`config.mk`:
```
export PLATFORM = sky130hd
export DESIGN_NAME = muldiv_unit
export DESIGN_NICKNAME = d
export VERILOG_FILES = /design/src/hw/muldiv_op_pkg.sv /design/src/hw/muldiv_dp_pkg.sv /design/src/hw/muldiv_decode.sv /design/src/hw/muldiv_sequencer.sv /design/src/hw/muldiv_datapath.sv /design/src/hw/muldiv_result.sv /design/src/hw/muldiv_unit.sv
export VERILOG_INCLUDE_DIRS = /design/src /design/src/hw
export SDC_FILE = /design/constraint.sdc
export NUM_CORES = 1
export LEC_CHECK = 0
export BUFFER_PORTS_ARGS = -buffer_cell sky130_fd_sc_hd__buf_2
export CAP_MARGIN = 20
export CORE_MARGIN = 8
export CORE_UTILIZATION = 45
export CTS_CLUSTER_SIZE = 12
export DETAILED_ROUTE_END_ITERATION = 6
export PLACE_DENSITY = 0.7
export SYNTH_ARGS = -nofsm -noshare
export SYNTH_HDL_FRONTEND = slang
export SYNTH_SLANG_ARGS = --single-unit
```
`constraint.sdc`:
```
create_clock -name clk -period 11.9 [get_ports clk]
set_clock_uncertainty 0.15 [all_clocks]
set_input_delay 0.595 -clock clk [delete_from_list [all_inputs] [get_ports clk]]
set_output_delay 0.595 -clock clk [all_outputs]
set_load 0.005 [all_outputs]
```
`src/hw/muldiv_settings.svh`:
```
`ifndef MULDIV_SETTINGS_SVH
`define MULDIV_SETTINGS_SVH

// Operand and result width of the core
`define MULDIV_XLEN 32

// Adder width
// Room for the Booth times-two operand plus two sign guard bits
`define MULDIV_ADDER_W 35

// Each partial register holds one word plus a sign bit
`define MULDIV_PART_W 33

// Radix-4 Booth steps, the first one runs in the IDLE cycle
`define MULDIV_MUL_STEPS 16

// Non-restoring divide steps
`define MULDIV_DIV_STEPS 32

// Iteration counter, wide enough to reach the divide count
`define MULDIV_CNT_W 6

`endif

```
`src/hw/muldiv_op_pkg.sv`:
```
`default_nettype none

package muldiv_op_pkg;

  // Multiply view of funct3[1:0]
  typedef enum logic [1:0] {
    // MUL, low word
    LO  = 2'b00,
    // MULH, signed x signed
    HSS = 2'b01,
    // MULHSU, signed x unsigned
    HSU = 2'b10,
    // MULHU, unsigned x unsigned
    HUU = 2'b11
  } muldiv_mul_fn_e;

  // Divide view of funct3[1:0]
  typedef struct packed {
    // Set for REM and REMU
    logic rem;
    // Set for DIVU and REMU
    logic unsgn;
  } muldiv_div_fn_t;

  // Same two bits, read one way or the other by the top bit
  typedef union packed {
    muldiv_mul_fn_e mul;
    muldiv_div_fn_t div;
  } muldiv_fn_u;

  // funct3 of the OP opcode with funct7 = 0000001
  typedef struct packed {
    logic       muldiv_is_div;
    muldiv_fn_u fn;
  } muldiv_funct_t;

endpackage

`default_nettype wire

```
`src/hw/muldiv_dp_pkg.sv`:
```
`default_nettype none

`include "muldiv_settings.svh"

package muldiv_dp_pkg;

  // Sequencer phases
  typedef enum logic [2:0] {
    // Waiting, also runs the first iteration
    IDLE      = 3'd0,
    // Booth or non-restoring iterations
    EXEC      = 3'd1,
    // Divide only, does the remainder need fixing
    REMD_CHCK = 3'd2,
    // Divide only, quotient plus or minus one
    QUOT_CORR = 3'd3,
    // Divide only, remainder plus or minus the divisor
    REMD_CORR = 3'd4
  } muldiv_state_e;

  // The single adder word
  typedef logic [`MULDIV_ADDER_W-1:0] muldiv_adder_t;

  // Product halves, or remainder and quotient
  typedef logic [`MULDIV_PART_W-1:0] muldiv_part_t;

endpackage

`default_nettype wire

```
`src/hw/muldiv_decode.sv`:
```
`timescale 1ns/1ps
`default_nettype none

`include "muldiv_settings.svh"

module muldiv_decode
  import muldiv_op_pkg::*;
(
  input  wire [`MULDIV_XLEN-1:0]  i_rs1,
  input  wire [`MULDIV_XLEN-1:0]  i_rs2,
  input  wire muldiv_funct_t      i_funct3,
  output muldiv_funct_t           o_funct,
  output logic                    o_op1_sign,
  output logic                    o_op2_sign,
  output logic                    o_special,
  output logic [`MULDIV_XLEN-1:0] o_special_result
);

  logic rs1_is_min;
  logic div_by_0;
  logic div_ovf;

  assign o_funct = i_funct3;

  // Sign bit that extends each operand to 33 bits
  always_comb begin
    if (i_funct3.muldiv_is_div) begin
      // Unsigned divides see both operands as positive
      o_op1_sign = ~i_funct3.fn.div.unsgn & i_rs1[`MULDIV_XLEN-1];
      o_op2_sign = ~i_funct3.fn.div.unsgn & i_rs2[`MULDIV_XLEN-1];
    end else begin
      // Only MULHU takes rs1 as unsigned
      o_op1_sign = (i_funct3.fn.mul != HUU) & i_rs1[`MULDIV_XLEN-1];
      // MULHSU and MULHU take rs2 as unsigned
      o_op2_sign = ((i_funct3.fn.mul == LO) | (i_funct3.fn.mul == HSS))
                 & i_rs2[`MULDIV_XLEN-1];
    end
  end

  // Most negative integer, 0x8000_0000
  assign rs1_is_min = (i_rs1 == {1'b1, {(`MULDIV_XLEN-1){1'b0}}});

  // Zero divisor
  assign div_by_0 = ~(|i_rs2);

  // Signed min / -1 does not fit
  assign div_ovf = ~i_funct3.fn.div.unsgn & rs1_is_min & (&i_rs2);

  // Only divides have cases answered in cycle 0
  assign o_special = i_funct3.muldiv_is_div & (div_by_0 | div_ovf);

  // RISC-V defined answers
  always_comb begin
    if (div_by_0) begin
      // Quotient all ones, remainder is the dividend
      o_special_result = i_funct3.fn.div.rem ? i_rs1 : {`MULDIV_XLEN{1'b1}};
    end else begin
      // Quotient is the dividend itself, remainder zero
      o_special_result = i_funct3.fn.div.rem ? {`MULDIV_XLEN{1'b0}} : i_rs1;
    end
  end

endmodule

`default_nettype wire

```
`src/hw/muldiv_sequencer.sv`:
```
`timescale 1ns/1ps
`default_nettype none

`include "muldiv_settings.svh"

module muldiv_sequencer
  import muldiv_dp_pkg::*;
(
  input  wire    clk,
  input  wire    i_reset,
  input  wire    i_valid,
  input  wire    i_special,
  input  wire    i_is_div,
  input  wire    i_need_corr,
  input  wire    i_handshake,
  output muldiv_state_e o_state,
  output logic   o_exec_last
);

  muldiv_state_e            state_q;
  muldiv_state_e            state_d;
  logic [`MULDIV_CNT_W-1:0] exec_cnt;
  logic                     last_cnt;
  logic                     cnt_set;
  logic                     cnt_inc;

  assign o_state = state_q;

  // Multiply stops at 16, divide at 32
  assign last_cnt = i_is_div ? (exec_cnt == `MULDIV_DIV_STEPS)
                             : (exec_cnt == `MULDIV_MUL_STEPS);
  assign o_exec_last = (state_q == EXEC) & last_cnt;

  // EXEC entry counts IDLE as the 0th step
  assign cnt_set = (state_q == IDLE) & i_valid & ~i_special;
  // Counter freezes on the last step while back-pressured
  assign cnt_inc = (state_q == EXEC) & ~last_cnt;

  //////////////////////////////////////////////////////////////////////
  // Next state
  always_comb begin
    state_d = state_q;
    case (state_q)
      IDLE: begin
        // Special cases finish here without leaving IDLE
        if (i_valid & ~i_special) begin
          state_d = EXEC;
        end
      end
      EXEC: begin
        if (o_exec_last) begin
          // Divide always goes on to the check, multiply waits for the handshake
          if (i_is_div) begin
            state_d = REMD_CHCK;
          end else if (i_handshake) begin
            state_d = IDLE;
          end
        end
      end
      REMD_CHCK: begin
        if (i_need_corr) begin
          state_d = QUOT_CORR;
        end else if (i_handshake) begin
          state_d = IDLE;
        end
      end
      QUOT_CORR: begin
        state_d = REMD_CORR;
      end
      REMD_CORR: begin
        // Corrected remainder is driven straight from the adder here
        if (i_handshake) begin
          state_d = IDLE;
        end
      end
      default: begin
        state_d = IDLE;
      end
    endcase
  end

  always_ff @(posedge clk) begin
    if (i_reset) begin
      state_q  <= IDLE;
      exec_cnt <= '0;
    end else begin
      state_q <= state_d;
      if (cnt_set) begin
        exec_cnt <= {{(`MULDIV_CNT_W-1){1'b0}}, 1'b1};
      end else if (cnt_inc) begin
        exec_cnt <= exec_cnt + 1'b1;
      end
    end
  end

  // Check and correction phases belong to a divide only
  a_corr_div_only: assert property (@(posedge clk) disable iff (i_reset)
    (state_q inside {REMD_CHCK, QUOT_CORR, REMD_CORR}) |-> i_is_div);

  // Counter never runs past the divide step count
  a_cnt_bound: assert property (@(posedge clk) disable iff (i_reset)
    exec_cnt <= `MULDIV_DIV_STEPS);

endmodule

`default_nettype wire

```
`src/hw/muldiv_datapath.sv`:
```
`timescale 1ns/1ps
`default_nettype none

`include "muldiv_settings.svh"

module muldiv_datapath
  import muldiv_op_pkg::*;
  import muldiv_dp_pkg::*;
(
  input  wire                     clk,
  input  wire                     i_reset,
  input  wire [`MULDIV_XLEN-1:0]  i_rs1,
  input  wire [`MULDIV_XLEN-1:0]  i_rs2,
  input  wire muldiv_funct_t      i_funct,
  input  wire                     i_op1_sign,
  input  wire                     i_op2_sign,
  input  wire muldiv_state_e      i_state,
  input  wire                     i_exec_last,
  output logic                    o_need_corr,
  output logic [`MULDIV_XLEN-1:0] o_prod_lo,
  output logic [`MULDIV_XLEN-1:0] o_prod_hi,
  output logic [`MULDIV_XLEN-1:0] o_quot,
  output logic [`MULDIV_XLEN-1:0] o_remd
);

  logic          is_div;
  logic          st_idle;
  logic          st_exec;
  logic          st_qcorr;
  logic          st_rcorr;
  // Shared registers, product hi/lo or remainder/quotient
  muldiv_part_t  part_hi_q;
  muldiv_part_t  part_lo_q;
  muldiv_part_t  part_hi_d;
  muldiv_part_t  part_lo_d;
  logic          part_hi_en;
  logic          part_lo_en;
  logic          prdt_sft1_q;
  logic          remd_sft1_q;
  muldiv_adder_t add_op1;
  muldiv_adder_t add_op2;
  muldiv_adder_t add_res;
  logic          add_sub;
  logic [2:0]    booth_code;
  logic          booth_zero;
  logic          booth_two;
  muldiv_adder_t mul_op1;
  muldiv_adder_t mul_op2;
  logic [33:0]   divisor;
  logic          quot_0cycl;
  logic          prev_quot;
  logic          curr_quot;
  logic [66:0]   div_part;
  logic [67:0]   div_part_lsft1;
  logic          remd_is_0;
  logic          remd_is_divs;
  logic          remd_is_neg_divs;
  logic          remd_inc_quot_dec;

  assign is_div   = i_funct.muldiv_is_div;
  assign st_idle  = (i_state == IDLE);
  assign st_exec  = (i_state == EXEC);
  assign st_qcorr = (i_state == QUOT_CORR);
  assign st_rcorr = (i_state == REMD_CORR);

  // One adder for every phase, subtract as invert plus carry in
  assign add_res = add_op1 + (add_op2 ^ {`MULDIV_ADDER_W{add_sub}})
                 + muldiv_adder_t'(add_sub);

  //////////////////////////////////////////////////////////////////////
  // Radix-4 Booth multiply
  // Multiplier bits come from rs1 in IDLE, then shift out of part_lo
  // Last step recodes with the sign so signed and unsigned both work
  assign booth_code = st_idle     ? {i_rs1[1:0], 1'b0}
                    : i_exec_last ? {i_op1_sign, part_lo_q[0], prdt_sft1_q}
                    :               {part_lo_q[1:0], prdt_sft1_q};

  // 000 and 111 add nothing, 011 and 100 take twice rs2
  assign booth_zero = (booth_code == 3'b000) | (booth_code == 3'b111);
  assign booth_two  = (booth_code == 3'b011) | (booth_code == 3'b100);

  always_comb begin
    if (booth_zero) begin
      mul_op2 = '0;
    end else if (booth_two) begin
      mul_op2 = {i_op2_sign, i_op2_sign, i_rs2, 1'b0};
    end else begin
      mul_op2 = {i_op2_sign, i_op2_sign, i_op2_sign, i_rs2};
    end
  end

  // Accumulator starts from zero
  assign mul_op1 = st_idle ? '0 : {part_hi_q[32], part_hi_q[32], part_hi_q};

  //////////////////////////////////////////////////////////////////////
  // Non-restoring divide
  assign divisor = {i_op2_sign, i_op2_sign, i_rs2};

  // First quotient digit is +1 when the signs agree
  assign quot_0cycl = ~(i_op1_sign ^ i_op2_sign);
  assign prev_quot  = st_idle ? quot_0cycl : part_lo_q[0];
  assign curr_quot  = ~(add_res[33] ^ i_op2_sign);

  // Remainder on top, pending dividend bits and quotient below
  assign div_part       = {add_res[33:0], (st_idle ? {i_rs1, quot_0cycl} : part_lo_q)};
  assign div_part_lsft1 = {div_part, curr_quot};

  // Correction check, valid in REMD_CHCK where the adder forms remd + divisor
  assign remd_is_0         = ~(|part_hi_q);
  assign remd_is_neg_divs  = ~(|add_res[33:0]);
  assign remd_is_divs      = (part_hi_q == divisor[32:0]);
  assign remd_inc_quot_dec = part_hi_q[32] ^ i_op2_sign;

  assign o_need_corr = is_div & (((part_hi_q[32] ^ i_op1_sign) & ~remd_is_0)
                     | remd_is_neg_divs | remd_is_divs);

  // Adder operands per phase
  always_comb begin
    add_op1 = mul_op1;
    add_op2 = mul_op2;
    add_sub = booth_code[2];
    if (is_div) begin
      case (i_state)
        REMD_CHCK: begin
          add_op1 = {1'b0, part_hi_q[32], part_hi_q};
          add_op2 = {1'b0, divisor};
          add_sub = 1'b0;
        end
        QUOT_CORR: begin
          add_op1 = {1'b0, part_lo_q[32], part_lo_q};
          add_op2 = muldiv_adder_t'(1);
          add_sub = remd_inc_quot_dec;
        end
        REMD_CORR: begin
          add_op1 = {1'b0, part_hi_q[32], part_hi_q};
          add_op2 = {1'b0, divisor};
          add_sub = ~remd_inc_quot_dec;
        end
        default: begin
          // IDLE starts from the sign-extended dividend top
          add_op1 = st_idle ? {1'b0, {34{i_op1_sign}}} : {1'b0, remd_sft1_q, part_hi_q};
          add_op2 = {1'b0, divisor};
          add_sub = prev_quot;
        end
      endcase
    end
  end

  //////////////////////////////////////////////////////////////////////
  // Partial registers
  // Last multiply step stays combinational so back-pressure holds state
  assign part_hi_en = st_idle | (st_exec & (is_div | ~i_exec_last));
  assign part_lo_en = part_hi_en | st_qcorr;

  always_comb begin
    if (!is_div) begin
      part_hi_d = add_res[34:2];
      part_lo_d = {add_res[1:0], (st_idle ? {i_op1_sign, i_rs1[31:2]} : part_lo_q[32:2])};
    end else if (st_qcorr) begin
      part_hi_d = part_hi_q;
      part_lo_d = add_res[32:0];
    end else if (i_exec_last) begin
      // Remainder unshifted, final quotient digit forced to one
      part_hi_d = div_part[65:33];
      part_lo_d = {div_part[31:0], 1'b1};
    end else begin
      part_hi_d = div_part_lsft1[65:33];
      part_lo_d = div_part_lsft1[32:0];
    end
  end

  always_ff @(posedge clk) begin
    if (part_hi_en) begin
      part_hi_q   <= part_hi_d;
      prdt_sft1_q <= st_idle ? i_rs1[1] : part_lo_q[1];
      // Adder bit that drops out of the 33-bit remainder
      remd_sft1_q <= add_res[32];
    end
    if (part_lo_en) begin
      part_lo_q <= part_lo_d;
    end
  end

  assign o_prod_lo = part_lo_q[32:1];
  // High word is the last Booth step
  assign o_prod_hi = add_res[31:0];
  assign o_quot    = part_lo_q[31:0];
  assign o_remd    = st_rcorr ? add_res[31:0] : part_hi_q[31:0];

  // Decode must keep zero divisors out of the iterations
  a_div_nonzero: assert property (@(posedge clk) disable iff (i_reset)
    (st_exec & is_div) |-> (i_rs2 != '0));

endmodule

`default_nettype wire

```
`src/hw/muldiv_result.sv`:
```
`timescale 1ns/1ps
`default_nettype none

`include "muldiv_settings.svh"

module muldiv_result
  import muldiv_op_pkg::*;
  import muldiv_dp_pkg::*;
(
  input  wire                     i_valid,
  input  wire                     i_ready,
  input  wire muldiv_funct_t      i_funct,
  input  wire muldiv_state_e      i_state,
  input  wire                     i_exec_last,
  input  wire                     i_need_corr,
  input  wire                     i_special,
  input  wire [`MULDIV_XLEN-1:0]  i_special_result,
  input  wire [`MULDIV_XLEN-1:0]  i_prod_lo,
  input  wire [`MULDIV_XLEN-1:0]  i_prod_hi,
  input  wire [`MULDIV_XLEN-1:0]  i_quot,
  input  wire [`MULDIV_XLEN-1:0]  i_remd,
  output logic                    o_valid,
  output logic                    o_ready,
  output logic                    o_handshake,
  output logic [`MULDIV_XLEN-1:0] o_result
);

  logic wbck;

  // Special cases are ready at once and a multiply on its last step
  // A divide is ready after the check or after both corrections
  assign wbck = i_special
              | (i_exec_last & ~i_funct.muldiv_is_div)
              | ((i_state == REMD_CHCK) & ~i_need_corr)
              | (i_state == REMD_CORR);

  // Issue and writeback complete in the same cycle
  assign o_valid     = wbck & i_valid;
  assign o_ready     = wbck & i_ready;
  assign o_handshake = o_valid & i_ready;

  always_comb begin
    if (i_special) begin
      o_result = i_special_result;
    end else if (i_funct.muldiv_is_div) begin
      o_result = i_funct.fn.div.rem ? i_remd : i_quot;
    end else begin
      // Only MUL wants the low word
      o_result = (i_funct.fn.mul == LO) ? i_prod_lo : i_prod_hi;
    end
  end

endmodule

`default_nettype wire

```
`src/hw/muldiv_unit.sv`:
```
`timescale 1ns/1ps
`default_nettype none

`include "muldiv_settings.svh"

module muldiv_unit
  import muldiv_op_pkg::*;
  import muldiv_dp_pkg::*;
(
  input  wire                     clk,
  input  wire                     i_reset,
  input  wire                     i_valid,
  input  wire [`MULDIV_XLEN-1:0]  i_rs1,
  input  wire [`MULDIV_XLEN-1:0]  i_rs2,
  input  wire muldiv_funct_t      i_funct3,
  input  wire                     i_ready,
  output logic                    o_ready,
  output logic                    o_valid,
  output logic [`MULDIV_XLEN-1:0] o_result
);

  muldiv_funct_t           funct;
  logic                    op1_sign;
  logic                    op2_sign;
  logic                    special;
  logic [`MULDIV_XLEN-1:0] special_result;
  muldiv_state_e           state;
  logic                    exec_last;
  logic                    need_corr;
  logic                    handshake;
  logic [`MULDIV_XLEN-1:0] prod_lo;
  logic [`MULDIV_XLEN-1:0] prod_hi;
  logic [`MULDIV_XLEN-1:0] quot;
  logic [`MULDIV_XLEN-1:0] remd;

  // Operation type, operand signs and divide special cases
  muldiv_decode decode_i (
    .i_rs1            (i_rs1),
    .i_rs2            (i_rs2),
    .i_funct3         (i_funct3),
    .o_funct          (funct),
    .o_op1_sign       (op1_sign),
    .o_op2_sign       (op2_sign),
    .o_special        (special),
    .o_special_result (special_result)
  );

  muldiv_sequencer sequencer_i (
    .clk         (clk),
    .i_reset     (i_reset),
    .i_valid     (i_valid),
    .i_special   (special),
    .i_is_div    (funct.muldiv_is_div),
    .i_need_corr (need_corr),
    .i_handshake (handshake),
    .o_state     (state),
    .o_exec_last (exec_last)
  );

  // Adder and partial registers
  muldiv_datapath datapath_i (
    .clk         (clk),
    .i_reset     (i_reset),
    .i_rs1       (i_rs1),
    .i_rs2       (i_rs2),
    .i_funct     (funct),
    .i_op1_sign  (op1_sign),
    .i_op2_sign  (op2_sign),
    .i_state     (state),
    .i_exec_last (exec_last),
    .o_need_corr (need_corr),
    .o_prod_lo   (prod_lo),
    .o_prod_hi   (prod_hi),
    .o_quot      (quot),
    .o_remd      (remd)
  );

  muldiv_result result_i (
    .i_valid          (i_valid),
    .i_ready          (i_ready),
    .i_funct          (funct),
    .i_state          (state),
    .i_exec_last      (exec_last),
    .i_need_corr      (need_corr),
    .i_special        (special),
    .i_special_result (special_result),
    .i_prod_lo        (prod_lo),
    .i_prod_hi        (prod_hi),
    .i_quot           (quot),
    .i_remd           (remd),
    .o_valid          (o_valid),
    .o_ready          (o_ready),
    .o_handshake      (handshake),
    .o_result         (o_result)
  );

endmodule

`default_nettype wire

```
==> metrics.md, run 1 <==
| Metric | Value |
|---|---|
| Die X | `173 um` |
| Via count | `~14,000` |
| Max clock buf depth | `2` |
| Reg clk slew, reported paths | `0.07 ns` |
| Largest net degree at the start of global routing | `97` |
| WL met3 | `around 7.4 mm` |
| Number of synthesized flops with an enable pin | `between 60 and 70` |
| Most frequent CP cell | `a21oi_1` |
| Mapped Nets | `between 1,500 and 2,000` |
| Die area | `between 20,000 and 30,000 um2` |
| Postcts setup bufs | `0` |
| Top sig layer | `met4` |
| Yosys top cell by area | `edfxtp_1` |
| Hold Path Class | `in2reg` |
| Core ar. | `approximately 24,000 um2` |
| Antenna viol nets, final | `0` |
| Crit path capture | `o_valid` |
| Worst setup SP type | `flip-flop` |
| Row count | `between 50 and 60` |
| Post-CTS Hold Buffers | `0` |
| Setup crit start | `sequencer_i.o_state[0]$_SDFFE_PP0P_` |
| Hold Violations, Final | `0` |
| Critical Path AT | `between 8 and 9 ns` |
| # clock sinks | `between 70 and 80` |
| WL met2 | `19.6 mm` |
| Status | `finished clean` |
| Drt via density | `between 7 and 8` |
| Post_cts resized | `0` |
| Initial antenna violation count | `0` |
| Reg2reg path depth | `21` |
| I/O Buffers | `between 100 and 150` |
| Insertion delay to the later sink of the worst-skew pair | `0.35 ns` |
| Minimum clock period | `between 9 and 10 ns` |
| DP Worst Slack | `roughly 3.2 ns` |
| Setup Crit Path Kind | `reg2out` |
| RR Startpoint | `sequencer_i.o_state[0]$_SDFFE_PP0P_` |
| Flops & latches, synth | `a little under 80` |
| Fin crit share | `0.792` |
| CP Capture Type | `output port` |
| Slew Viols, Final | `0` |
| Synth top area cells | `edfxtp_1 (18%), a21oi_1 (7.6%), nand2_1 (6.9%)` |
| Layout cell share with drive strength beyond 1 | `0.117` |
| Most common cell after layout, fill and taps aside | `nand2_1` |
| Mapped Cells | `1,595` |
| Setup TNS | `0 ns` |
| Ports | `~110` |
| Post-synth top flop | `edfxtp_1` |
| Gpl congestion | `0.994` |
| Crit-path max FO | `31` |
| Top cell type's share of synthesized area | `0.184` |
| Cell area after synthesis | `approximately 11,000 um2` |
| Mean Syn Cell Area | `between 6 and 7 um2` |
| Worst-Margin Slew | `around 1.1 ns` |
| First-pass GRT wire length | `~73 mm` |
| Largest stage delay, worst path | `just under 0.9 ns` |
| Total Wirelength | `between 40 and 50 mm` |
| Overall power | `about 0.0030 W` |
| RSZ-0062 raised after global routing | `no` |
| GRT Residual Overflow | `0` |
| Initial Util | `0.457` |
| Die height | `roughly 170 um` |
| WL/cell | `roughly 25 um` |
| Peak Freq | `approximately 0.11 GHz` |
| Final HPWL DP | `36.5 mm` |
| Max transition margin | `0.240` |
| Critical path buffer and inverter count | `2` |
| Crit-path leading delay family | `compound AO/OA/AOI/OAI gates` |
| Synth unique cells | `76` |
| Nets | `1,713` |
| Ant diodes | `0` |
| Cell Pwr Density | `between 200 and 250 nW/um2` |
| Commonest non-fill, non-tap cells in the layout | `nand2_1 (204), nor2_1 (175), a21oi_1 (166)` |
| Root buffer cell | `clkbuf_16` |
| Ys Warns | `0` |
| GRT Total Usage | `0.305` |
| DR pass1 iterations | `6` |
| Final number of setup-violating endpoints | `0` |
| Worst vdd ir | `approximately 0.00009 V` |
| Sequential share of the synthesized area | `0.200` |
| Critical path, cell by cell | `nor3b_1, o211a_1, mux2i_1, mux2_2, a21oi_1, a21oi_1, a21oi_2, buf_4, a22oi_1, xor2_1, fa_1, a21o_1, a221o_2, a221oi_4, o21ai_0, a21oi_1, o21bai_1, xor2_1, nor4_1, and4_1, o21ai_1, buf_2` |
| Max Cap Viol | `0` |
| Vias in the first global route | `12,300` |
| Initial drt markers | `2,185` |
| Placed Area | `between 10,000 and 15,000 um2` |
| Clock buffer count from CTS | `9` |
| CTS tree | `yes` |
| Final worst slack | `between 2 and 2.5 ns` |
| CP max-delay cell | `o211a_1` |
| Post-route cell area | `around 12,000 um2` |
| Area growth from synthesis to layout | `8.82%` |
| R2R setup slack | `3.48 ns` |
| Levels on crit path | `22` |
| Worst Path Required | `approximately 11 ns` |
| Routed met1 length | `between 15 and 20 mm` |
| Capturing point of the worst reg2reg path | `sequencer_i.o_state[0]$_SDFFE_PP0P_` |
| Ys async rst share | `0` |
| H-Tree Depth | `3` |
| LEAKAGE | `between 4 and 5 nW` |
| DRC errors left | `0` |
worst min path at each step:
stage                                                     from                                   end  cells after the start
after floorplan           sequencer_i.exec_cnt[1]$_SDFFE_PP0P_  sequencer_i.exec_cnt[1]$_SDFFE_PP0P_                      2
after global placement    sequencer_i.exec_cnt[1]$_SDFFE_PP0P_  sequencer_i.exec_cnt[1]$_SDFFE_PP0P_                      2
after detailed placement  sequencer_i.exec_cnt[1]$_SDFFE_PP0P_  sequencer_i.exec_cnt[1]$_SDFFE_PP0P_                      2
after CTS                                              i_reset  sequencer_i.exec_cnt[0]$_SDFFE_PP0P_                      2
after global routing                                   i_reset  sequencer_i.exec_cnt[0]$_SDFFE_PP0P_                      2
final                                                  i_reset  sequencer_i.exec_cnt[0]$_SDFFE_PP0P_                      2
registers in the layout (all words and copies together), names as in the netlist:
register and count:
datapath_i.part_lo_q 33, datapath_i.part_hi_q 33, sequencer_i.exec_cnt 6, datapath_i.prdt_sft1_q 1, datapath_i.remd_sft1_q 1, sequencer_i.o_state 3
cell families (layout without fill, tap and decap cells):
logic type / count (synthesis) / count (layout) / share of synthesized area
DFF: 77 / 77 / 0.200
xor gates and xnor gates: 106 / 106 / 0.0837
AOI/OAI and AO/OA: 540 / 540 / 0.312
buffers and inverters: 144 / 160 / 0.0509
and+or+nand+nor: 661 / 661 / 0.284
adders and majority gates: 37 / 37 / 0.0422
muxes: 30 / 30 / 0.0274
cell usage after synthesis (all sizes together) (5+ instances only):
cell type and instances:
o31ai 5, dfxtp 9, a21o 17, xor2 49, o21a 8, nor2b 34
nand2b 10, a221oi 5, inv 15, ha 35, a31o 11, nor2 179
a311o 8, a211oi 20, a21oi 168, and4 8, o21bai 6, nor4 30
clkbuf 106, xnor2 57, a21boi 6, and3 11, nor3b 7, o21ai 125
a31oi 18, or2 8, a22oi 31, nand4 35, nand3 40, o221ai 24
mux2i 27, and2 20, edfxtp 68, o211ai 51, nand2 204, nor3 52
or3 8, buf 23
stage by stage:
step	std cells	util	hold WS, ns
CTS	1935	0.498	0.305
global placement	1919	0.486	0.363
finish	1935	0.498	0.304
global route	1935	0.498	0.312
detailed placement	1919	0.486	0.369
floorplan	1595	-	0.337
cell type report:
cell class	instances	area [um2]
sequential	77	2220
tap	324	405
clock inverter	3	16.3
clock buffer	13	282
timing repair buffer	129	711
multi-input combinational	1374	8380
fill	2504	12200
inverter	15	56.3
worst register-to-register path, stage by stage (launching register included):
cell and delay, ns:
dfxtp_1 0.84, nor3b_1 0.67, o211a_1 0.88, mux2i_1 0.42
mux2_2 0.38, a21oi_1 0.23, a21oi_1 0.14, a21oi_2 0.15
buf_4 0.36, a22oi_1 0.16, xor2_1 0.17, ha_1 0.41
a21oi_1 0.28, o21ai_0 0.19, a311oi_1 0.48, o211ai_1 0.26
nor2_1 0.22, xor2_1 0.62, or4b_4 0.57, nor4_4 0.28
nand4_1 0.26, o21ai_1 0.23
metal layers:
metal / up-vias / GRT usage
li1: 5963 / -
met5: - / 0
met2: 1231 / 0.428
met4: 0 / 0.147
met3: 193 / 0.0664
met1: 6242 / 0.434
report_power, final:
| group | total, W | internal [W] | switching, W |
|---|---|---|---|
| registers | 0.000575 | 0.000429 | 0.000146 |
| logic | 0.00214 | 0.000705 | 0.00144 |
| clock network | 0.000284 | 0.000165 | 0.000119 |
| total | 0.00300 | 0.00130 | 0.00170 |
Note: power is estimated with default switching activity, not from simulation.
==> run 2: changes to the inputs <==
==> constraint.sdc (replaced) <==
create_clock -name clk -period 9.8 [get_ports clk]
set_clock_uncertainty 0.15 [all_clocks]
set_input_delay 0.49 -clock clk [delete_from_list [all_inputs] [get_ports clk]]
set_output_delay 0.49 -clock clk [all_outputs]
set_load 0.005 [all_outputs]
==> run 2 against run 1 <==
Net effect:
- the run now ends with DRC left
- register-to-register slack got worse by 1.6 ns
- via count shrank 2.2%
- utilization grew 0.29 points
- final cell count rose by 0.41%
- worst hold slack worse by 0.12 ns
- first-iteration DRC count shrank 2.1%
- design area increased by 0.58%
- critical path depth up 1
- sequential cell count stayed put
- routed wire length down 1.9%
- global-route usage is 0.28 points lower
- combinational power grew 22%
- highest routed layer unchanged
==> metrics.md, run 2 (same netlist as run 1, synthesis figures left out) <==
| Metric | Value |
|---|---|
| DP Worst Slack | `1.67 ns (was 3.18 ns)` |
| Hold path depth | `2 (unchanged)` |
| Worst vdd ir | `0.000118 V (was 0.0000919 V)` |
| Worst-Margin Slew | `1.14 ns (about the same)` |
| Setup Crit Path Kind | `reg2out (unchanged)` |
| Peak Freq | `between 0.1 and 0.15 GHz` |
| Capturing point of the worst reg2reg path | `sequencer_i.o_state[1]$_SDFFE_PP0P_ (was sequencer_i.o_state[0]$_SDFFE_PP0P_)` |
| R2R setup slack | `1.90 ns (was 3.48 ns)` |
| Die height | `173 um (unchanged)` |
| Sw Ratio | `0.559 (was 0.567)` |
| CP Capture Type | `output port (unchanged)` |
| Clock Power Share | `0.098 (was 0.095)` |
| Drt via density | `6.86 (was 7.04)` |
| Most common cell after layout, fill and taps aside | `nand2_1 (unchanged)` |
| WL/cell | `24.7 um (was 25.3 um)` |
| Cell Count, Final, Fillers Out | `1,943 (was 1,935)` |
| Postcts setup bufs | `0 (unchanged)` |
| H-Tree Depth | `3 (unchanged)` |
| Initial antenna violation count | `1 (was 0)` |
| Max Cap Viol | `0 (unchanged)` |
| Commonest non-fill, non-tap cells in the layout | `nand2_1 (204), nor2_1 (175), a21oi_1 (166) (unchanged)` |
| Row count | `57 (unchanged)` |
| WHS Endpoint | `sequencer_i.o_state[2]$_SDFFE_PP0P_ (was sequencer_i.exec_cnt[0]$_SDFFE_PP0P_)` |
| Placed cells | `1,927 (was 1,919)` |
| Reg2reg path depth | `22 (was 21)` |
| Layout cell share with drive strength beyond 1 | `0.121 (was 0.117)` |
| Root buffer cell | `clkbuf_16 (unchanged)` |
| Regs by FF count | `datapath_i.part_hi_q x33, datapath_i.part_lo_q x33, sequencer_i.exec_cnt x6 (unchanged)` |
| Setup TNS | `0 ns (unchanged)` |
| Pint | `0.00162 W (was 0.00130 W)` |
| Worst Path Required | `9.16 ns (was 11.16 ns)` |
| Post_cts resized | `0 (unchanged)` |
| Failing checks | `DRC` |
| DR pass1 iterations | `7 (was 6)` |
| Worst setup SP type | `flip-flop (unchanged)` |
| Insertion delay to the later sink of the worst-skew pair | `0.35 ns (about the same)` |
| # clock sinks | `77 (unchanged)` |
| Die area | `29,900 um2 (unchanged)` |
| Vias in the first global route | `12,000 (was 12,300)` |
| GRT Total Usage | `0.303 (was 0.305)` |
| Max clock buf depth | `2 (unchanged)` |
| DRC errors left | `1 (was 0)` |
| Gpl congestion | `1.02 (was 0.994)` |
| Hold Crit Start | `i_reset (unchanged)` |
| Reg clk slew, reported paths | `0.07 ns (about the same)` |
| Clock buffer count from CTS | `9 (unchanged)` |
| Ant diodes | `0 (unchanged)` |
| CTS tree | `yes (unchanged)` |
| Placed Area | `11,800 um2 (about the same)` |
| LEAKAGE | `4.72 nW (was 4.68 nW)` |
| Critical Path AT | `8.14 ns (was 8.68 ns)` |
| Total Wirelength | `47.9 mm (was 48.9 mm)` |
| I/O Buffers | `104 (unchanged)` |
| Final number of setup-violating endpoints | `0 (unchanged)` |
| Logic pwr share | `0.713 (was 0.714)` |
| Post-route cell area | `12,100 um2 (about the same)` |
| Initial Util | `0.457 (unchanged)` |
| Area growth from synthesis to layout | `9.45% (was 8.82%)` |
| GRT Residual Overflow | `0 (unchanged)` |
| Fin crit share | `0.896` |
| Hold Violations, Final | `0 (unchanged)` |
| Layout Utilization | `0.501 (was 0.498)` |
| Final HPWL DP | `36.3 mm (was 36.5 mm)` |
| Final worst slack | `1.02 ns (was 2.48 ns)` |
| Max transition margin | `0.239 (was 0.240)` |
| Status | `complete, but fails checks (was finished clean)` |
| Via count | `13,300 (was 13,600)` |
| RSZ-0062 raised after global routing | `no (unchanged)` |
| Switching power | `0.00205 W (was 0.00170 W)` |
| Crit-path max FO | `31 (unchanged)` |
| Nets | `1,721 (was 1,713)` |
| Minimum clock period | `a little under 9 ns` |
| Post-CTS Hold Buffers | `0 (unchanged)` |
| RR Startpoint | `sequencer_i.o_state[0]$_SDFFE_PP0P_ (unchanged)` |
| Core ar. | `24,200 um2 (unchanged)` |
| Seq pwr share | `0.189 (was 0.192)` |
| Die X | `173 um (unchanged)` |
| Initial drt markers | `2,139 (was 2,185)` |
| Antenna viol nets, final | `0 (unchanged)` |
| First-pass GRT wire length | `72.7 mm (was 73.3 mm)` |
| Hold Path Class | `in2reg (unchanged)` |
| Slew Viols, Final | `0 (unchanged)` |
| Largest net degree at the start of global routing | `91 (was 97)` |
| Ports | `105 (unchanged)` |
| Cell Pwr Density | `303 nW/um2 (was 249 nW/um2)` |
run 2: changes by cell type in the layout (fill, tap and decap cells not counted):
cell | before | now
clkbuf_8 | 2 | 1
buf_4 | 26 | 34
clkinv_2 | 2 | 3
clkbuf_16 | 10 | 11
inv_4 | 1 | 0
run 2: worst max-delay path, stage by stage, from the launching register on:
cell	delay, ns
dfxtp_1	0.86
nor3b_1	0.65
o211a_1	0.26
buf_4	0.31
mux2i_1	0.34
mux2_2	0.37
a21oi_1	0.24
a21oi_1	0.12
a21oi_2	0.15
buf_4	0.33
a22oi_1	0.16
xor2_1	0.21
fa_1	0.47
a21o_1	0.22
a221o_2	0.42
a221oi_4	0.35
o21ai_0	0.21
xnor2_1	0.55
nand2_1	0.14
or4b_4	0.53
nor4_4	0.27
and4_1	0.40
o21ai_1	0.11
buf_2	0.13
run 2: cell type report:
type | instances | area (um2)
Multi-Input combinational cell | 1374 | 8380
Inverter | 15 | 56.3
Tap cell | 324 | 405
Fill cell | 2455 | 12100
Clock inverter | 3 | 15.0
Clock buffer | 13 | 293
Timing Repair Buffer | 137 | 771
Sequential cell | 77 | 2220
run 2: how the worst max path moves through the flow:
stage / depth (start not counted) / endpoint / start
2_1_floorplan: 25 / o_ready / sequencer_i.o_state[2]$_SDFFE_PP0P_
3_3_place_gp: 24 / o_ready / i_funct3[2]
3_5_place_dp: 23 / o_valid / sequencer_i.o_state[0]$_SDFFE_PP0P_
4_1_cts: 23 / o_valid / sequencer_i.o_state[0]$_SDFFE_PP0P_
5_1_grt: 23 / o_valid / sequencer_i.o_state[0]$_SDFFE_PP0P_
6_report: 23 / o_valid / sequencer_i.o_state[0]$_SDFFE_PP0P_
run 2: power by group through the flow:
stage	clock [W]	sequential, W	combinational (W)
after floorplan	0	0.000612	0.00168
after global placement	0	0.000689	0.00248
after detailed placement	0	0.000688	0.00249
after CTS	0.000356	0.000681	0.00250
after global routing	0.000369	0.000703	0.00279
final	0.000358	0.000695	0.00262
run 2: metal layers:
layer	global-route usage	share of wire
met5	0	0
met4	0.114	0.039
met1	0.436	0.42
met3	0.0564	0.13
met2	0.438	0.41
run 2: metrics by stage:
stage          total power [W]  hold slack, ns
6_report               0.00367           0.183
5_1_grt                0.00386           0.189
4_1_cts                0.00354           0.179
2_1_floorplan          0.00229           0.337
3_3_place_gp           0.00317           0.363
3_5_place_dp           0.00318           0.368
==> run 3: changes to the inputs <==
==> constraint.sdc (replaced) <==
create_clock -name clk -period 8.9 [get_ports clk]
set_clock_uncertainty 0.15 [all_clocks]
set_input_delay 0.445 -clock clk [delete_from_list [all_inputs] [get_ports clk]]
set_output_delay 0.445 -clock clk [all_outputs]
set_load 0.005 [all_outputs]
==> run 3 against run 2 <==
Net effect:
- the flow still finishes with violations (DRC)
- setup slack lost 0.60 ns
- highest routed layer unchanged
- largest cell class unchanged
- utilization is 0.11 points higher
- design area rose by 0.23%
- sequential cell count stayed put
- power increased by 11%
- non-clock buffer count grew 5
- clock-buffer cell count fell by 3
- largest power group unchanged
- combinational power rose by 11%
- global-route usage hardly changed
==> metrics.md, run 3 (same netlist as run 1, synthesis figures left out) <==
| Metric | Value |
|---|---|
| Cell Count, Final, Fillers Out | `1,948 (was 1,943)` |
| Nets | `1,726 (was 1,721)` |
| Sw Ratio | `0.556 (was 0.559)` |
| GRT Residual Overflow | `0 (unchanged)` |
| Vias in the first global route | `12,400 (was 12,000)` |
| Logic pwr share | `0.715 (was 0.713)` |
| Initial drt markers | `2,107 (was 2,139)` |
| Worst Path Required | `8.31 ns (was 9.16 ns)` |
| Ports | `105 (unchanged)` |
| # clock sinks | `77 (unchanged)` |
| Slew Viols, Final | `0 (unchanged)` |
| Area growth from synthesis to layout | `9.70% (was 9.45%)` |
| Hold slack | `0.158 ns (was 0.183 ns)` |
| Hold Path Class | `in2reg (unchanged)` |
| DR pass1 iterations | `7 (unchanged)` |
| Post-CTS Hold Buffers | `0 (unchanged)` |
| Largest net degree at the start of global routing | `74 (was 91)` |
| CP Capture Type | `output port (unchanged)` |
| Via count | `13,400 (was 13,300)` |
| Multi-input logic area | `8380 um2 (unchanged)` |
| Peak Freq | `0.118 GHz` |
| CP max-delay cell | `dfxtp_1 (unchanged)` |
| WHS Endpoint | `sequencer_i.o_state[2]$_SDFFE_PP0P_ (unchanged)` |
| Met1 Usage GRT | `0.422 (was 0.436)` |
| Final HPWL DP | `35.7 mm (was 36.3 mm)` |
| WL/cell | `24.4 um (was 24.7 um)` |
| Postcts setup bufs | `0 (unchanged)` |
| Switching power | `0.00226 W (was 0.00205 W)` |
| DRC errors left | `2 (was 1)` |
| Reg clk slew, reported paths | `0.07 ns (about the same)` |
| R2R setup slack | `1.23 ns (was 1.90 ns)` |
| Crit-path max FO | `31 (unchanged)` |
| Setup TNS | `0 ns (unchanged)` |
| Worst setup SP type | `flip-flop (unchanged)` |
| Post_cts resized | `0 (unchanged)` |
| RSZ-0062 raised after global routing | `no (unchanged)` |
| Max transition margin | `0.271 (was 0.239)` |
| FF+latch area | `2220 um2 (unchanged)` |
| Commonest non-fill, non-tap cells in the layout | `nand2_1 (204), nor2_1 (175), a21oi_1 (166) (unchanged)` |
| Largest stage delay, worst path | `0.85 ns (was 0.86 ns)` |
| Levels on crit path | `22 (was 23)` |
| Critical path buffer and inverter count | `2 (was 3)` |
| Die area | `29,900 um2 (unchanged)` |
| Pint | `0.00181 W (was 0.00162 W)` |
| Initial antenna violation count | `0 (was 1)` |
| Status | `complete, but fails checks (unchanged)` |
| GRT met2 Usage | `0.446 (was 0.438)` |
| I/O Buffers | `104 (unchanged)` |
| GRT Total Usage | `0.302 (was 0.303)` |
| Clock buffer count from CTS | `9 (unchanged)` |
| Die height | `173 um (unchanged)` |
| Seq pwr share | `0.190 (was 0.189)` |
| Hold path depth | `2 (unchanged)` |
| Clock Power Share | `0.094 (was 0.098)` |
| Initial Util | `0.457 (unchanged)` |
| Overall power | `0.00407 W (was 0.00367 W)` |
| LEAKAGE | `4.75 nW (was 4.72 nW)` |
| H-Tree Depth | `3 (unchanged)` |
| Hold Violations, Final | `0 (unchanged)` |
| Insertion delay to the later sink of the worst-skew pair | `0.35 ns (about the same)` |
| GRT Max-Usage Layer | `met2 (unchanged)` |
| RR Startpoint | `sequencer_i.o_state[0]$_SDFFE_PP0P_ (unchanged)` |
| Minimum clock period | `~8.5 ns` |
| Worst-Margin Slew | `1.09 ns (was 1.14 ns)` |
| Total Wirelength | `47.6 mm (was 47.9 mm)` |
| Row count | `57 (unchanged)` |
| Gpl congestion | `1.01 (was 1.02)` |
| Reg2reg path depth | `21 (was 22)` |
| Core ar. | `24,200 um2 (unchanged)` |
| Hold Crit Start | `i_reset (unchanged)` |
| Final number of setup-violating endpoints | `0 (unchanged)` |
| Ant diodes | `0 (unchanged)` |
| First-pass GRT wire length | `72.8 mm (was 72.7 mm)` |
| Most frequent CP cell | `a21oi_1` |
| Layout cell share with drive strength beyond 1 | `0.124 (was 0.121)` |
| Die X | `173 um (unchanged)` |
| Setup Crit Path Kind | `reg2out (unchanged)` |
| Failing checks | `DRC (unchanged)` |
| Most common cell after layout, fill and taps aside | `nand2_1 (unchanged)` |
| Worst vdd ir | `0.000133 V (was 0.000118 V)` |
| Placed cells | `1,932 (was 1,927)` |
| CTS tree | `yes (unchanged)` |
| Fin crit share | `0.953` |
| Critical Path AT | `7.89 ns (was 8.14 ns)` |
| Met3 Usage GRT | `0.0575 (was 0.0564)` |
| Max clock buf depth | `2 (unchanged)` |
| Crit-path leading delay family | `simple AND/OR/NAND/NOR gates (was compound AO/OA/AOI/OAI gates)` |
| Root buffer cell | `clkbuf_16 (unchanged)` |
| Critical path, cell by cell | `nor3b_1, o211a_1, mux2i_1, mux2_2, a21oi_1, a21oi_1, a21oi_2, buf_4, a22oi_1, xor2_1, fa_1, a21o_1, a221o_2, a221oi_4, nor3_2, or4b_1, and3_1, or4b_4, nor4_4, and4_1, o21ai_1, buf_2 (was nor3b_1, o211a_1, buf_4, mux2i_1, mux2_2, a21oi_1, a21oi_1, a21oi_2, buf_4, a22oi_1, xor2_1, fa_1, a21o_1, a221o_2, a221oi_4, o21ai_0, xnor2_1, nand2_1, or4b_4, nor4_4, and4_1, o21ai_1, buf_2)` |
| Max Cap Viol | `0 (unchanged)` |
| Cell Pwr Density | `334 nW/um2 (was 303 nW/um2)` |
| Number of fill cells | `2,463 (was 2,455)` |
| Drt via density | `6.89 (was 6.86)` |
| Regs by FF count | `datapath_i.part_hi_q x33, datapath_i.part_lo_q x33, sequencer_i.exec_cnt x6 (unchanged)` |
| Antenna viol nets, final | `0 (unchanged)` |
| Capturing point of the worst reg2reg path | `sequencer_i.o_state[1]$_SDFFE_PP0P_ (unchanged)` |
[run 3: layout make-up]
type / instances / share of cell area
clock buffers: 10 / 0.0196
clock inverters: 6 / 0.00483
inverters: 15 / 0.00463
multi-input cells: 1374 / 0.689
flip-flops and latches: 77 / 0.183
well taps: 324 / 0.0333
repair buffers: 142 / 0.0664
[run 3: power by group through the flow]
stage	combinational, W	clock [W]	sequential, W
floorplan	0.00185	0	0.000674
global placement	0.00274	0	0.000765
detailed placement	0.00276	0	0.000766
CTS	0.00278	0.000389	0.000758
global route	0.00311	0.000398	0.000779
finish	0.00291	0.000384	0.000775
[run 3: how the worst max path moves through the flow]
stage | slack (ns) | start | endpoint
floorplan | 2.22 | sequencer_i.o_state[2]$_SDFFE_PP0P_ | o_ready
global placement | 1.19 | sequencer_i.o_state[0]$_SDFFE_PP0P_ | o_valid
detailed placement | 1.03 | sequencer_i.o_state[0]$_SDFFE_PP0P_ | o_valid
CTS | 0.60 | sequencer_i.o_state[0]$_SDFFE_PP0P_ | o_valid
global route | 0.09 | sequencer_i.o_state[0]$_SDFFE_PP0P_ | o_ready
finish | 0.42 | sequencer_i.o_state[0]$_SDFFE_PP0P_ | o_ready
[run 3: per-layer routing]
| layer | wire length [um] | part of all wire |
|---|---|---|
| met1 | 19000 | 0.40 |
| met2 | 19900 | 0.42 |
| met3 | 6640 | 0.14 |
| met4 | 2090 | 0.044 |
| met5 | 0 | 0 |
[run 3: stage by stage]
stage,instance area (um2),setup WS [ns],util
floorplan,11100,2.22,-
global placement,11900,1.19,0.490
detailed placement,11900,1.03,0.490
CTS,12200,0.604,0.502
global route,12200,0.0880,0.502
finish,12200,0.418,0.502
